==> src/include/issue_config.svh <==
// ------------------------------
// sizing for the issue stage
// latencies must be 1 or more
// warp and register counts must
// be powers of two
// ------------------------------
`ifndef ISSUE_CONFIG_SVH
`define ISSUE_CONFIG_SVH

// number of warps tracked by the scoreboard
`define ISSUE_NUM_WARPS 4

// architectural registers per warp
`define ISSUE_NUM_REGS 32

// operand and result width
`define ISSUE_DATA_WIDTH 32

// pipeline depths of the two execution units
`define ISSUE_ALU_LATENCY 1
`define ISSUE_MUL_LATENCY 3

`endif
==> src/issue_pkg.sv <==
// ------------------------------
// shared types of the issue stage
// widths follow issue_config.svh
// ------------------------------
`default_nettype none

`include "issue_config.svh"

package issue_pkg;

    // warp index
    typedef logic [$clog2(`ISSUE_NUM_WARPS)-1:0] warp_id_t;

    // architectural register index
    typedef logic [$clog2(`ISSUE_NUM_REGS)-1:0] reg_id_t;

    // operand or result value
    typedef logic [`ISSUE_DATA_WIDTH-1:0] data_t;

    // target unit, 0 selects the adder and 1 the multiplier
    typedef logic unit_sel_t;

    // occupancy of the one-entry staging slot
    typedef enum logic {
        stg_empty,
        stg_full
    } staging_state_t;

endpackage

`default_nettype wire

==> src/issue_top.sv <==
// ------------------------------
// operands arrive already read
// writeback order across units
// is not issue order
// ------------------------------
`default_nettype none

`include "issue_config.svh"

module issue_top (
    input  logic                 clk,
    input  logic                 reset,
    input  logic                 in_valid,
    output logic                 in_ready,
    input  issue_pkg::warp_id_t  in_wid,
    input  issue_pkg::reg_id_t   in_rd,
    input  issue_pkg::reg_id_t   in_rs1,
    input  issue_pkg::reg_id_t   in_rs2,
    input  logic                 in_wb,
    input  issue_pkg::unit_sel_t in_unit,
    input  issue_pkg::data_t     in_a,
    input  issue_pkg::data_t     in_b,
    output logic                 wb_valid,
    output issue_pkg::warp_id_t  wb_wid,
    output issue_pkg::reg_id_t   wb_rd,
    output issue_pkg::data_t     wb_data
);
    import issue_pkg::*;

    logic     alu_valid;
    logic     alu_ready;
    logic     mul_valid;
    logic     mul_ready;
    warp_id_t disp_wid;
    reg_id_t  disp_rd;
    logic     disp_wb;
    data_t    disp_a;
    data_t    disp_b;

    logic     alu_res_valid;
    logic     alu_res_ready;
    warp_id_t alu_res_wid;
    reg_id_t  alu_res_rd;
    logic     alu_res_wb;
    data_t    alu_res_data;

    logic     mul_res_valid;
    logic     mul_res_ready;
    warp_id_t mul_res_wid;
    reg_id_t  mul_res_rd;
    logic     mul_res_wb;
    data_t    mul_res_data;

    scoreboard scoreboard_inst (
        .clk       (clk),
        .reset     (reset),
        .in_valid  (in_valid),
        .in_ready  (in_ready),
        .in_wid    (in_wid),
        .in_rd     (in_rd),
        .in_rs1    (in_rs1),
        .in_rs2    (in_rs2),
        .in_wb     (in_wb),
        .in_unit   (in_unit),
        .in_a      (in_a),
        .in_b      (in_b),
        .alu_valid (alu_valid),
        .alu_ready (alu_ready),
        .mul_valid (mul_valid),
        .mul_ready (mul_ready),
        .disp_wid  (disp_wid),
        .disp_rd   (disp_rd),
        .disp_wb   (disp_wb),
        .disp_a    (disp_a),
        .disp_b    (disp_b),
        .wb_valid  (wb_valid),
        .wb_wid    (wb_wid),
        .wb_rd     (wb_rd)
    );

    exec_unit #(
        .LATENCY (`ISSUE_ALU_LATENCY),
        .IS_MUL  (1'b0)
    ) alu_inst (
        .clk       (clk),
        .reset     (reset),
        .in_valid  (alu_valid),
        .in_ready  (alu_ready),
        .in_wid    (disp_wid),
        .in_rd     (disp_rd),
        .in_wb     (disp_wb),
        .in_a      (disp_a),
        .in_b      (disp_b),
        .res_valid (alu_res_valid),
        .res_ready (alu_res_ready),
        .res_wid   (alu_res_wid),
        .res_rd    (alu_res_rd),
        .res_wb    (alu_res_wb),
        .res_data  (alu_res_data)
    );

    exec_unit #(
        .LATENCY (`ISSUE_MUL_LATENCY),
        .IS_MUL  (1'b1)
    ) mul_inst (
        .clk       (clk),
        .reset     (reset),
        .in_valid  (mul_valid),
        .in_ready  (mul_ready),
        .in_wid    (disp_wid),
        .in_rd     (disp_rd),
        .in_wb     (disp_wb),
        .in_a      (disp_a),
        .in_b      (disp_b),
        .res_valid (mul_res_valid),
        .res_ready (mul_res_ready),
        .res_wid   (mul_res_wid),
        .res_rd    (mul_res_rd),
        .res_wb    (mul_res_wb),
        .res_data  (mul_res_data)
    );

    writeback_arbiter writeback_arbiter_inst (
        .clk           (clk),
        .reset         (reset),
        .alu_res_valid (alu_res_valid),
        .alu_res_ready (alu_res_ready),
        .alu_res_wid   (alu_res_wid),
        .alu_res_rd    (alu_res_rd),
        .alu_res_wb    (alu_res_wb),
        .alu_res_data  (alu_res_data),
        .mul_res_valid (mul_res_valid),
        .mul_res_ready (mul_res_ready),
        .mul_res_wid   (mul_res_wid),
        .mul_res_rd    (mul_res_rd),
        .mul_res_wb    (mul_res_wb),
        .mul_res_data  (mul_res_data),
        .wb_valid      (wb_valid),
        .wb_wid        (wb_wid),
        .wb_rd         (wb_rd),
        .wb_data       (wb_data)
    );

endmodule

`default_nettype wire

==> src/writeback_arbiter.sv <==
// ------------------------------
// two requesters, adder first
// after reset
// results with wb clear are
// consumed without a strobe
// ------------------------------
`default_nettype none

module writeback_arbiter (
    input  logic                clk,
    input  logic                reset,
    input  logic                alu_res_valid,
    output logic                alu_res_ready,
    input  issue_pkg::warp_id_t alu_res_wid,
    input  issue_pkg::reg_id_t  alu_res_rd,
    input  logic                alu_res_wb,
    input  issue_pkg::data_t    alu_res_data,
    input  logic                mul_res_valid,
    output logic                mul_res_ready,
    input  issue_pkg::warp_id_t mul_res_wid,
    input  issue_pkg::reg_id_t  mul_res_rd,
    input  logic                mul_res_wb,
    input  issue_pkg::data_t    mul_res_data,
    output logic                wb_valid,
    output issue_pkg::warp_id_t wb_wid,
    output issue_pkg::reg_id_t  wb_rd,
    output issue_pkg::data_t    wb_data
);
    // high when the multiplier wins a tie
    logic prio_mul;

    assign alu_res_ready = alu_res_valid && (!mul_res_valid || !prio_mul);
    assign mul_res_ready = mul_res_valid && (!alu_res_valid || prio_mul);

    always_ff @(posedge clk) begin
        if (reset) begin
            prio_mul <= 1'b0;
            wb_valid <= 1'b0;
        end else begin
            // the unit just served drops to lowest priority
            if (alu_res_ready) begin
                prio_mul <= 1'b1;
            end else if (mul_res_ready) begin
                prio_mul <= 1'b0;
            end
            wb_valid <= (alu_res_ready && alu_res_wb) || (mul_res_ready && mul_res_wb);
        end
    end

    always_ff @(posedge clk) begin
        if (mul_res_ready) begin
            wb_wid  <= mul_res_wid;
            wb_rd   <= mul_res_rd;
            wb_data <= mul_res_data;
        end else begin
            wb_wid  <= alu_res_wid;
            wb_rd   <= alu_res_rd;
            wb_data <= alu_res_data;
        end
    end

endmodule

`default_nettype wire

==> src/exec_unit.sv <==
// ------------------------------
// LATENCY must be at least 1
// the whole pipe stalls when the
// last stage is not taken
// ------------------------------
`default_nettype none

module exec_unit #(
    parameter int LATENCY = 1,
    parameter bit IS_MUL  = 1'b0
) (
    input  logic                clk,
    input  logic                reset,
    input  logic                in_valid,
    output logic                in_ready,
    input  issue_pkg::warp_id_t in_wid,
    input  issue_pkg::reg_id_t  in_rd,
    input  logic                in_wb,
    input  issue_pkg::data_t    in_a,
    input  issue_pkg::data_t    in_b,
    output logic                res_valid,
    input  logic                res_ready,
    output issue_pkg::warp_id_t res_wid,
    output issue_pkg::reg_id_t  res_rd,
    output logic                res_wb,
    output issue_pkg::data_t    res_data
);
    import issue_pkg::*;

    logic [LATENCY-1:0] stg_valid;
    logic [LATENCY-1:0] stg_wb;
    warp_id_t           stg_wid  [LATENCY];
    reg_id_t            stg_rd   [LATENCY];
    data_t              stg_data [LATENCY];

    data_t op_result;
    logic  advance;

    // the multiplier keeps only the low word of the product
    assign op_result = IS_MUL ? data_t'(in_a * in_b) : data_t'(in_a + in_b);

    assign advance  = !stg_valid[LATENCY-1] || res_ready;
    assign in_ready = advance;

    always_ff @(posedge clk) begin
        if (reset) begin
            stg_valid <= '0;
        end else if (advance) begin
            stg_valid[0] <= in_valid;
            for (int i = 1; i < LATENCY; i++) begin
                stg_valid[i] <= stg_valid[i-1];
            end
        end
    end

    // result is computed on entry, later stages only delay it
    always_ff @(posedge clk) begin
        if (advance) begin
            stg_wid[0]  <= in_wid;
            stg_rd[0]   <= in_rd;
            stg_wb[0]   <= in_wb;
            stg_data[0] <= op_result;
            for (int i = 1; i < LATENCY; i++) begin
                stg_wid[i]  <= stg_wid[i-1];
                stg_rd[i]   <= stg_rd[i-1];
                stg_wb[i]   <= stg_wb[i-1];
                stg_data[i] <= stg_data[i-1];
            end
        end
    end

    assign res_valid = stg_valid[LATENCY-1];
    assign res_wid   = stg_wid[LATENCY-1];
    assign res_rd    = stg_rd[LATENCY-1];
    assign res_wb    = stg_wb[LATENCY-1];
    assign res_data  = stg_data[LATENCY-1];

endmodule

`default_nettype wire

==> src/scoreboard.sv <==
// ------------------------------
// one staging slot for all warps
// rd, rs1 and rs2 are all checked
// writeback has no backpressure
// ------------------------------
`default_nettype none

`include "issue_config.svh"

module scoreboard (
    input  logic                 clk,
    input  logic                 reset,
    input  logic                 in_valid,
    output logic                 in_ready,
    input  issue_pkg::warp_id_t  in_wid,
    input  issue_pkg::reg_id_t   in_rd,
    input  issue_pkg::reg_id_t   in_rs1,
    input  issue_pkg::reg_id_t   in_rs2,
    input  logic                 in_wb,
    input  issue_pkg::unit_sel_t in_unit,
    input  issue_pkg::data_t     in_a,
    input  issue_pkg::data_t     in_b,
    output logic                 alu_valid,
    input  logic                 alu_ready,
    output logic                 mul_valid,
    input  logic                 mul_ready,
    output issue_pkg::warp_id_t  disp_wid,
    output issue_pkg::reg_id_t   disp_rd,
    output logic                 disp_wb,
    output issue_pkg::data_t     disp_a,
    output issue_pkg::data_t     disp_b,
    input  logic                 wb_valid,
    input  issue_pkg::warp_id_t  wb_wid,
    input  issue_pkg::reg_id_t   wb_rd
);
    import issue_pkg::*;

    staging_state_t state;

    warp_id_t  stg_wid;
    reg_id_t   stg_rd;
    reg_id_t   stg_rs1;
    reg_id_t   stg_rs2;
    logic      stg_wb;
    unit_sel_t stg_unit;
    data_t     stg_a;
    data_t     stg_b;

    logic [`ISSUE_NUM_WARPS-1:0][`ISSUE_NUM_REGS-1:0] inuse_regs;
    logic [`ISSUE_NUM_WARPS-1:0][`ISSUE_NUM_REGS-1:0] inuse_cleared;
    logic [`ISSUE_NUM_WARPS-1:0][`ISSUE_NUM_REGS-1:0] inuse_next;

    logic hazard;
    logic disp_ok;
    logic disp_fire;

    // apply this cycle's writeback first so a waiting instruction can leave now
    always_comb begin
        inuse_cleared = inuse_regs;
        if (wb_valid) begin
            inuse_cleared[wb_wid][wb_rd] = 1'b0;
        end
    end

    assign hazard = inuse_cleared[stg_wid][stg_rd]
                 || inuse_cleared[stg_wid][stg_rs1]
                 || inuse_cleared[stg_wid][stg_rs2];

    assign disp_ok   = (state == stg_full) && !hazard;
    assign alu_valid = disp_ok && (stg_unit == 1'b0);
    assign mul_valid = disp_ok && (stg_unit == 1'b1);
    assign disp_fire = (alu_valid && alu_ready) || (mul_valid && mul_ready);

    // a dispatched writer claims its destination until the result comes back
    always_comb begin
        inuse_next = inuse_cleared;
        if (disp_fire && stg_wb) begin
            inuse_next[stg_wid][stg_rd] = 1'b1;
        end
    end

    assign in_ready = (state == stg_empty);

    always_ff @(posedge clk) begin
        if (reset) begin
            inuse_regs <= '0;
            state      <= stg_empty;
        end else begin
            inuse_regs <= inuse_next;
            case (state)
                stg_empty: begin
                    if (in_valid) begin
                        state <= stg_full;
                    end
                end
                stg_full: begin
                    if (disp_fire) begin
                        state <= stg_empty;
                    end
                end
                default: state <= stg_empty;
            endcase
        end
    end

    // the slot only loads while empty, so it never loads and dispatches together
    always_ff @(posedge clk) begin
        if (in_valid && in_ready) begin
            stg_wid  <= in_wid;
            stg_rd   <= in_rd;
            stg_rs1  <= in_rs1;
            stg_rs2  <= in_rs2;
            stg_wb   <= in_wb;
            stg_unit <= in_unit;
            stg_a    <= in_a;
            stg_b    <= in_b;
        end
    end

    assign disp_wid = stg_wid;
    assign disp_rd  = stg_rd;
    assign disp_wb  = stg_wb;
    assign disp_a   = stg_a;
    assign disp_b   = stg_b;

endmodule

`default_nettype wire

==> config.mk <==
export PLATFORM = sky130hd
export DESIGN_NAME = issue_top
export DESIGN_NICKNAME = d
export VERILOG_FILES = /design/src/issue_pkg.sv /design/src/issue_top.sv /design/src/writeback_arbiter.sv /design/src/exec_unit.sv /design/src/scoreboard.sv
export VERILOG_INCLUDE_DIRS = /design/src /design/src/include
export SDC_FILE = /design/constraint.sdc
export NUM_CORES = 2
export LEC_CHECK = 0
export BUFFER_PORTS_ARGS = -buffer_cell sky130_fd_sc_hd__buf_2
export CORE_MARGIN = 4
export CORE_UTILIZATION = 47
export DETAILED_ROUTE_END_ITERATION = 8
export RECOVER_POWER = 50
export SETUP_SLACK_MARGIN = 0.15
export SLEW_MARGIN = 25
export SYNTH_ARGS = -nofsm -noshare
export SYNTH_HDL_FRONTEND = slang
export SYNTH_SLANG_ARGS = --single-unit
==> constraint.sdc <==
create_clock -name clk -period 7.7 [get_ports clk]
set_input_delay 0.77 -clock clk [delete_from_list [all_inputs] [get_ports clk]]
set_output_delay 0.77 -clock clk [all_outputs]
set_load 0.01 [all_outputs]
After elaboration in Yosys (flattened, before gate mapping). Memories as Yosys holds them, arrays and structs flattened. Index checks and enable logic that the tools add are counted.

Add/sub/neg operators: 1. $mul: 1. Order comparisons: 10. Multiplexer cells: 30. Bitwise gates (word level): 5. Reductions and logical operators: 28.

Operators with widths (count): 2-to-1 mux 128 bit (2); bitwise AND 128 bit (1); demux 32 bit (select 2 bit) (2); 2-to-1 mux 32 bit (4); NOT 128 bit (1); OR 128 bit (1); binary-select mux 32 bit (select 2 bit) (1); adder 32 bit (1); multiplier 32 x 32 -> 32 bit (1); < comparator 5 x 6 -> 1 bit, second input constant (4); binary-select mux 1 bit (select 5 bit) (3); logical AND 1 bit (15); 2-to-1 mux 1 bit (13); demux 1 bit (select 5 bit) (2); >= comparator 5 x 1 -> 1 bit, second input constant (2); logical OR 1 bit (8); < comparator 2 x 3 -> 1 bit, second input constant (2); 2-to-1 mux 5 bit (1); >= comparator 2 x 1 -> 1 bit, second input constant (2); logical NOT 1 bit (4); 2-to-1 mux 2 bit (1); NOT 1 bit (2); one-hot mux 1 bit (2 select lines) (1); nonzero test 2 bit (1).

Register bits after elaboration: 261. Memory bits (writable): 156. Bits of input ports: 86. Output and inout port bits: 41. Logic and storage cells: 103. Memories kept: 6.

Memories: mul_inst.stg_data (words 3, bits a word 32, rd ports 3, clocked after memory_dff 0, wr ports 3, line exec_unit.sv:34) `data_t stg_data [LATENCY];`; alu_inst.stg_data (words 1, bits a word 32, rd ports 1, clocked after memory_dff 0, wr ports 1, line exec_unit.sv:34); mul_inst.stg_rd (words 3, bits a word 5, rd ports 3, clocked after memory_dff 0, wr ports 3, line exec_unit.sv:33) `reg_id_t stg_rd [LATENCY];`; mul_inst.stg_wid (words 3, bits a word 2, rd ports 3, clocked after memory_dff 0, wr ports 3, line exec_unit.sv:32) `warp_id_t stg_wid [LATENCY];`; alu_inst.stg_rd (words 1, bits a word 5, rd ports 1, clocked after memory_dff 0, wr ports 1, line exec_unit.sv:33); alu_inst.stg_wid (words 1, bits a word 2, rd ports 1, clocked after memory_dff 0, wr ports 1, line exec_unit.sv:32).

Depth between registers and ports, before layout.
Depth after elaboration: 22. Mapped depth: 28. Depth with buffers taken out: 26.

Modules after synthesis. From an unflattened synthesis, not the netlist that was laid out.

Cells, all modules: 3401. Area, all modules: 36357.4 um2.

Modules (own cells, without submodules): exec_unit at mul_inst (instances 1, cells an instance 1880, area an instance 19847.8 um2, sequential area each 3663.5 um2); scoreboard (instances 1, cells an instance 1140, area an instance 11979.0 um2, sequential area each 5074.9 um2); exec_unit at alu_inst (instances 1, cells an instance 289, area an instance 3019.1 um2, sequential area each 1221.2 um2); writeback_arbiter (instances 1, cells an instance 92, area an instance 1511.4 um2, sequential area each 820.8 um2).

Worst setup path after synthesis. No wires, ideal clock.

Path kind: reg2reg. Start point: register scoreboard_inst.stg_b[2], in the netlist scoreboard_inst.disp_b[2]. End point: memory mul_inst.stg_data[0][30] in the netlist's numbering, data pin. Library setup time: 0.258 ns. Data arrival time: 6.847 ns. Required time: 7.442 ns. Slack: 0.596 ns. Stages on the path, launching flop included: 26. Path buffers: 2. Clock period less this slack: 7.104 ns. Cells stage by stage: edfxtp_1 -> clkbuf_1 -> clkbuf_1 -> nand2_1 -> fa_1 -> fa_1 -> fa_1 -> fa_1 -> inv_1 -> fa_1 -> fa_1 -> inv_1 -> fa_1 -> fa_1 -> inv_1 -> ha_1 -> nor3_1 -> o2111ai_1 -> a31oi_1 -> o21ai_0 -> a221o_1 -> a21oi_1 -> o21bai_1 -> a21o_1 -> a21oi_1 -> xnor2_1.

RTL lines: from (decl) (line scoreboard.sv:47) `data_t stg_b;`; from (signal assigned) (line scoreboard.sv:116) `stg_b <= in_b;`; to (decl) (line exec_unit.sv:34).

==> qor.log <==
INFO  outcome        outcome=finished with violations
INFO  outcome        failed_checks=capacitance limit, slew limit
INFO  sta            number_of_failing_hold_endpoints_at_the_final_stage=0
INFO  sta            layout_worst_path_cycle_share=95.1%
INFO  critical_path  cpPeakStageDelay=0.56ns
INFO  sta            final_period_minus_worst_setup_slack=7.32ns
INFO  drt            antenna_left=0
INFO  die            initial_utilization=47.4%
INFO  clock_tree     cts_tree=built
INFO  critical_path  worst_ep_arrival_time=7.64ns
INFO  drt            routed_wirelength=97.4mm
INFO  run            drv.max_cap_violation_count=7
INFO  sta            maxClockFrequency=0.137GHz
INFO  synthesis      synthArstFlopShare=0%
INFO  critical_path  timing.critical_path.to_type=flip-flop
INFO  placement      gp_routability_congestion=0.955
INFO  critical_path  worstSetupEndpoint=mul_inst.stg_data[0][30]
INFO  clock_tree     clock_tree.htree_level_count=2
INFO  die            floorplan.die.height=273um
INFO  sta            maxSlewHeadroom=-104%
INFO  critical_path  timing.critical_path.slowest_stage_cell=sky130_fd_sc_hd__fa_1
INFO  layout         area_growth_syn_to_layout=11.0%
INFO  clock_tree     clkLatencyLatePin=0.61ns
INFO  synthesis      synthDominantCellAreaShare=24.7%
INFO  layout         area.sequential=10800um^2
INFO  global_route   antenna_found_initial=6
INFO  die            fp.dieArea=74800um^2
INFO  global_route   grt_max_degree=89
INFO  min_path       worst_hold_path_type=primary input to flip-flop
INFO  die            fp.coreArea=69900um^2
INFO  layout         area_used_by_multi_input_combinational_logic=20100um^2
INFO  critical_path  crit_startpoint=scoreboard_inst.disp_b[2]
INFO  synthesis      ys_top_cells_by_count=413 x sky130_fd_sc_hd__inv_1, 409 x sky130_fd_sc_hd__fa_1, 338 x sky130_fd_sc_hd__nand2_1, 262 x sky130_fd_sc_hd__and2_1, 243 x sky130_fd_sc_hd__edfxtp_1
INFO  sta            final_hold_slack=0.345ns
INFO  critical_path  critical-path-top-cell-by-count=sky130_fd_sc_hd__fa_1
INFO  sta            finalMaxSlewViolations=251
INFO  critical_path  critical_path_required=8.02ns
INFO  placement      placement.io_buffers=126
INFO  min_path       source_of_the_worst_hold_timing_path=in_a[8]
INFO  drt            detail_route.vias_per_cell=5.68
INFO  critical_path  family_of_cells_with_the_greatest_summed_delay_on_the_critical_path=adder cells
INFO  critical_path  critPathBufInv=5
INFO  synthesis      post_synth_inst_count=3090
INFO  clock_tree     cts.path.max_buffers=3
INFO  synthesis      mappedNetlistArea=33100um^2
INFO  synthesis      yosys.area.top_type=sky130_fd_sc_hd__fa_1
INFO  sta            setup-tns-final=0ns
INFO  critical_path  crit_cells=25
INFO  placement      hpwl=74.9mm
INFO  sta            worst_case_clock_skew=0.0509ns
INFO  synthesis      yosys_most_used_dff=sky130_fd_sc_hd__edfxtp_1
INFO  die            die_span_x=273um
INFO  clock_tree     cts.sinks=417
INFO  sta            setup_viol=0
INFO  synthesis      synth-seq-cells=417
INFO  synthesis      synthMostInstantiatedCell=sky130_fd_sc_hd__inv_1
INFO  global_route   number_of_global_route_vias_before_repair=25482
INFO  synthesis      netlist-cell-type-count=86
INFO  layout         nets=3850
INFO  global_route   total_congestion_overflow_after_global_routing=0
INFO  global_route   wire_length_of_the_first_global_routing_pass=150mm
INFO  critical_path  rrSetupSlack=0.38ns
INFO  sta            tightest_slew=3.05ns
INFO  die            rows=97
INFO  synthesis      synth_enable_flop_cells=243
INFO  die            ioPinCount=127
INFO  drt            drt-pass1-iter-count=7
INFO  layout         drive_gt1_share=12.3%
INFO  critical_path  crit_type=flip-flop to flip-flop
INFO  synthesis      post_synth_main_area_contributors=sky130_fd_sc_hd__fa_1 25%, sky130_fd_sc_hd__edfxtp_1 22%, sky130_fd_sc_hd__dfxtp_1 11%
INFO  critical_path  ff2ff_path_depth=25
INFO  synthesis      synth.yosys.warnings=0
INFO  clock_tree     clk_pin_slew=0.08ns
INFO  synthesis      syn-mean-instance-area=10.7um^2
INFO  critical_path  crit_path_max_fanout=18
INFO  critical_path  worstReg2RegEnd=mul_inst.stg_data[0][30]
INFO  drt            wl_per_cell=23.3um
INFO  synthesis      seq_area_frac_synth=32.6%
INFO  layout         layout.filler_cells=6286
INFO  sta            rsz0062_at_grt=no
INFO  clock_tree     tritoncts.num_buffers=47
INFO  drt            drtIter0Drc=1996
INFO  drt            dr_total_vias=23781
INFO  critical_path  critical_path.startpoint_type=flip-flop
INFO  synthesis      synth.net_count=3739
INFO  drt            drc_errors=0
INFO  clock_tree     clock_tree_root_driver_cell=sky130_fd_sc_hd__clkbuf_16
INFO  global_route   groute.usage.overall=26.3%
INFO  critical_path  critical_path.reg2reg.startpoint=scoreboard_inst.disp_b[2]
## state kept, by name, summed over array words and instances, names as in the netlist, 5 cells and up
signal / count
writeback_arbiter_inst.wb_rd: 5
scoreboard_inst.disp_rd: 5
mul_inst.stg_wid: 6
scoreboard_inst.stg_rs1: 5
mul_inst.stg_data: 96
scoreboard_inst.stg_rs2: 5
writeback_arbiter_inst.wb_data: 32
mul_inst.stg_rd: 15
alu_inst.stg_data: 32
scoreboard_inst.disp_a: 32
scoreboard_inst.disp_b: 32
alu_inst.stg_rd: 5
scoreboard_inst.inuse_regs: 128
## layout by cell type, fill, tap and decap left out, drive strengths merged, types with 20 or more instances in the layout
master  count
nor2       70
inv       417
ha        154
o21ai     154
mux2       50
mux2i      39
nand2     338
xor2       29
o22ai     122
dfxtp     174
buf       198
mux4       33
edfxtp    243
a21oi      60
fa        409
and2      263
clkbuf     85
xnor2      85
nand2b     20
nand3      22
## worst min-delay path by stage
stage | to | depth (start not counted)
floorplan | mul_inst.stg_data[0][32] | 0
global placement | mul_inst.stg_data[0][51] | 0
detailed placement | mul_inst.stg_data[0][36] | 0
CTS | scoreboard_inst.disp_a[8] | 1
global route | scoreboard_inst.disp_a[2] | 1
finish | scoreboard_inst.disp_a[8] | 1
## metrics by stage
stage          utilization, %  setup slack (ns)  cell area, um^2  std cells
2_1_floorplan               -             0.596            33100       3090
3_5_place_dp             49.8            0.0931            34800       4067
5_1_grt                  52.5             0.150            36700       4180
4_1_cts                  52.3             0.169            36600       4158
6_report                 52.6             0.376            36700       4184
3_3_place_gp             49.8             0.210            34800       4067
## logic make-up after synthesis
group | count (synthesis) | share of synthesized area, %
compound gates | 459 | 8.55
xor+xnor | 114 | 3.02
fa+ha+maj | 563 | 30.5
buf+inv | 579 | 6.85
flops | 417 | 32.6
mux | 122 | 5.12
simple gates | 836 | 13.4
## layer usage
metal,routed length (um),vias up,track usage [%],part of all wire (%)
met5,13,-,0,0.013
li1,-,10532,-,-
met1,40400,12142,34.6,41
met2,45600,886,43.1,47
met3,7520,219,5.72,7.7
met4,3970,2,10.0,4.1
## worst register-to-register path, stage by stage (launching register included)
cell                        delay (ns)
sky130_fd_sc_hd__edfxtp_1         0.42
sky130_fd_sc_hd__buf_12           0.17
sky130_fd_sc_hd__and2_1           0.17
sky130_fd_sc_hd__fa_1             0.54
sky130_fd_sc_hd__inv_1            0.05
sky130_fd_sc_hd__fa_1             0.38
sky130_fd_sc_hd__fa_1             0.51
sky130_fd_sc_hd__fa_1             0.55
sky130_fd_sc_hd__inv_1            0.06
sky130_fd_sc_hd__fa_1             0.52
sky130_fd_sc_hd__fa_1             0.56
sky130_fd_sc_hd__inv_1            0.05
sky130_fd_sc_hd__fa_1             0.45
sky130_fd_sc_hd__fa_1             0.48
sky130_fd_sc_hd__inv_1            0.04
sky130_fd_sc_hd__ha_1             0.24
sky130_fd_sc_hd__nor3_2           0.19
sky130_fd_sc_hd__o2111ai_1        0.15
sky130_fd_sc_hd__a31oi_2          0.30
sky130_fd_sc_hd__o21ai_2          0.11
sky130_fd_sc_hd__a221o_1          0.33
sky130_fd_sc_hd__a21oi_1          0.19
sky130_fd_sc_hd__o21bai_1         0.14
sky130_fd_sc_hd__a21o_1           0.19
sky130_fd_sc_hd__a21oi_1          0.16
sky130_fd_sc_hd__xnor2_1          0.08
## repair_timing
action                     4_1_cts  5_1_grt
resized for setup                1       16
pin swaps                        0        3
setup buffers                    3       22
hold buffers                     0        0
setup endpoints to repair        2        7
## final cells by class
cell class / instances / area share, %
Inverter: 415 / 4.24
Sequential cell: 417 / 29.3
Multi-Input combinational cell: 2094 / 54.8
Clock inverter: 31 / 1.12
Clock buffer: 57 / 3.53
Tap cell: 940 / 3.20
Timing Repair Buffer: 226 / 3.73
Antenna cell: 4 / 0.0272
Power is left out: the tool's default activity adds up to more than one toggle a clock period on the data nets, which glitch-free logic cannot reach.
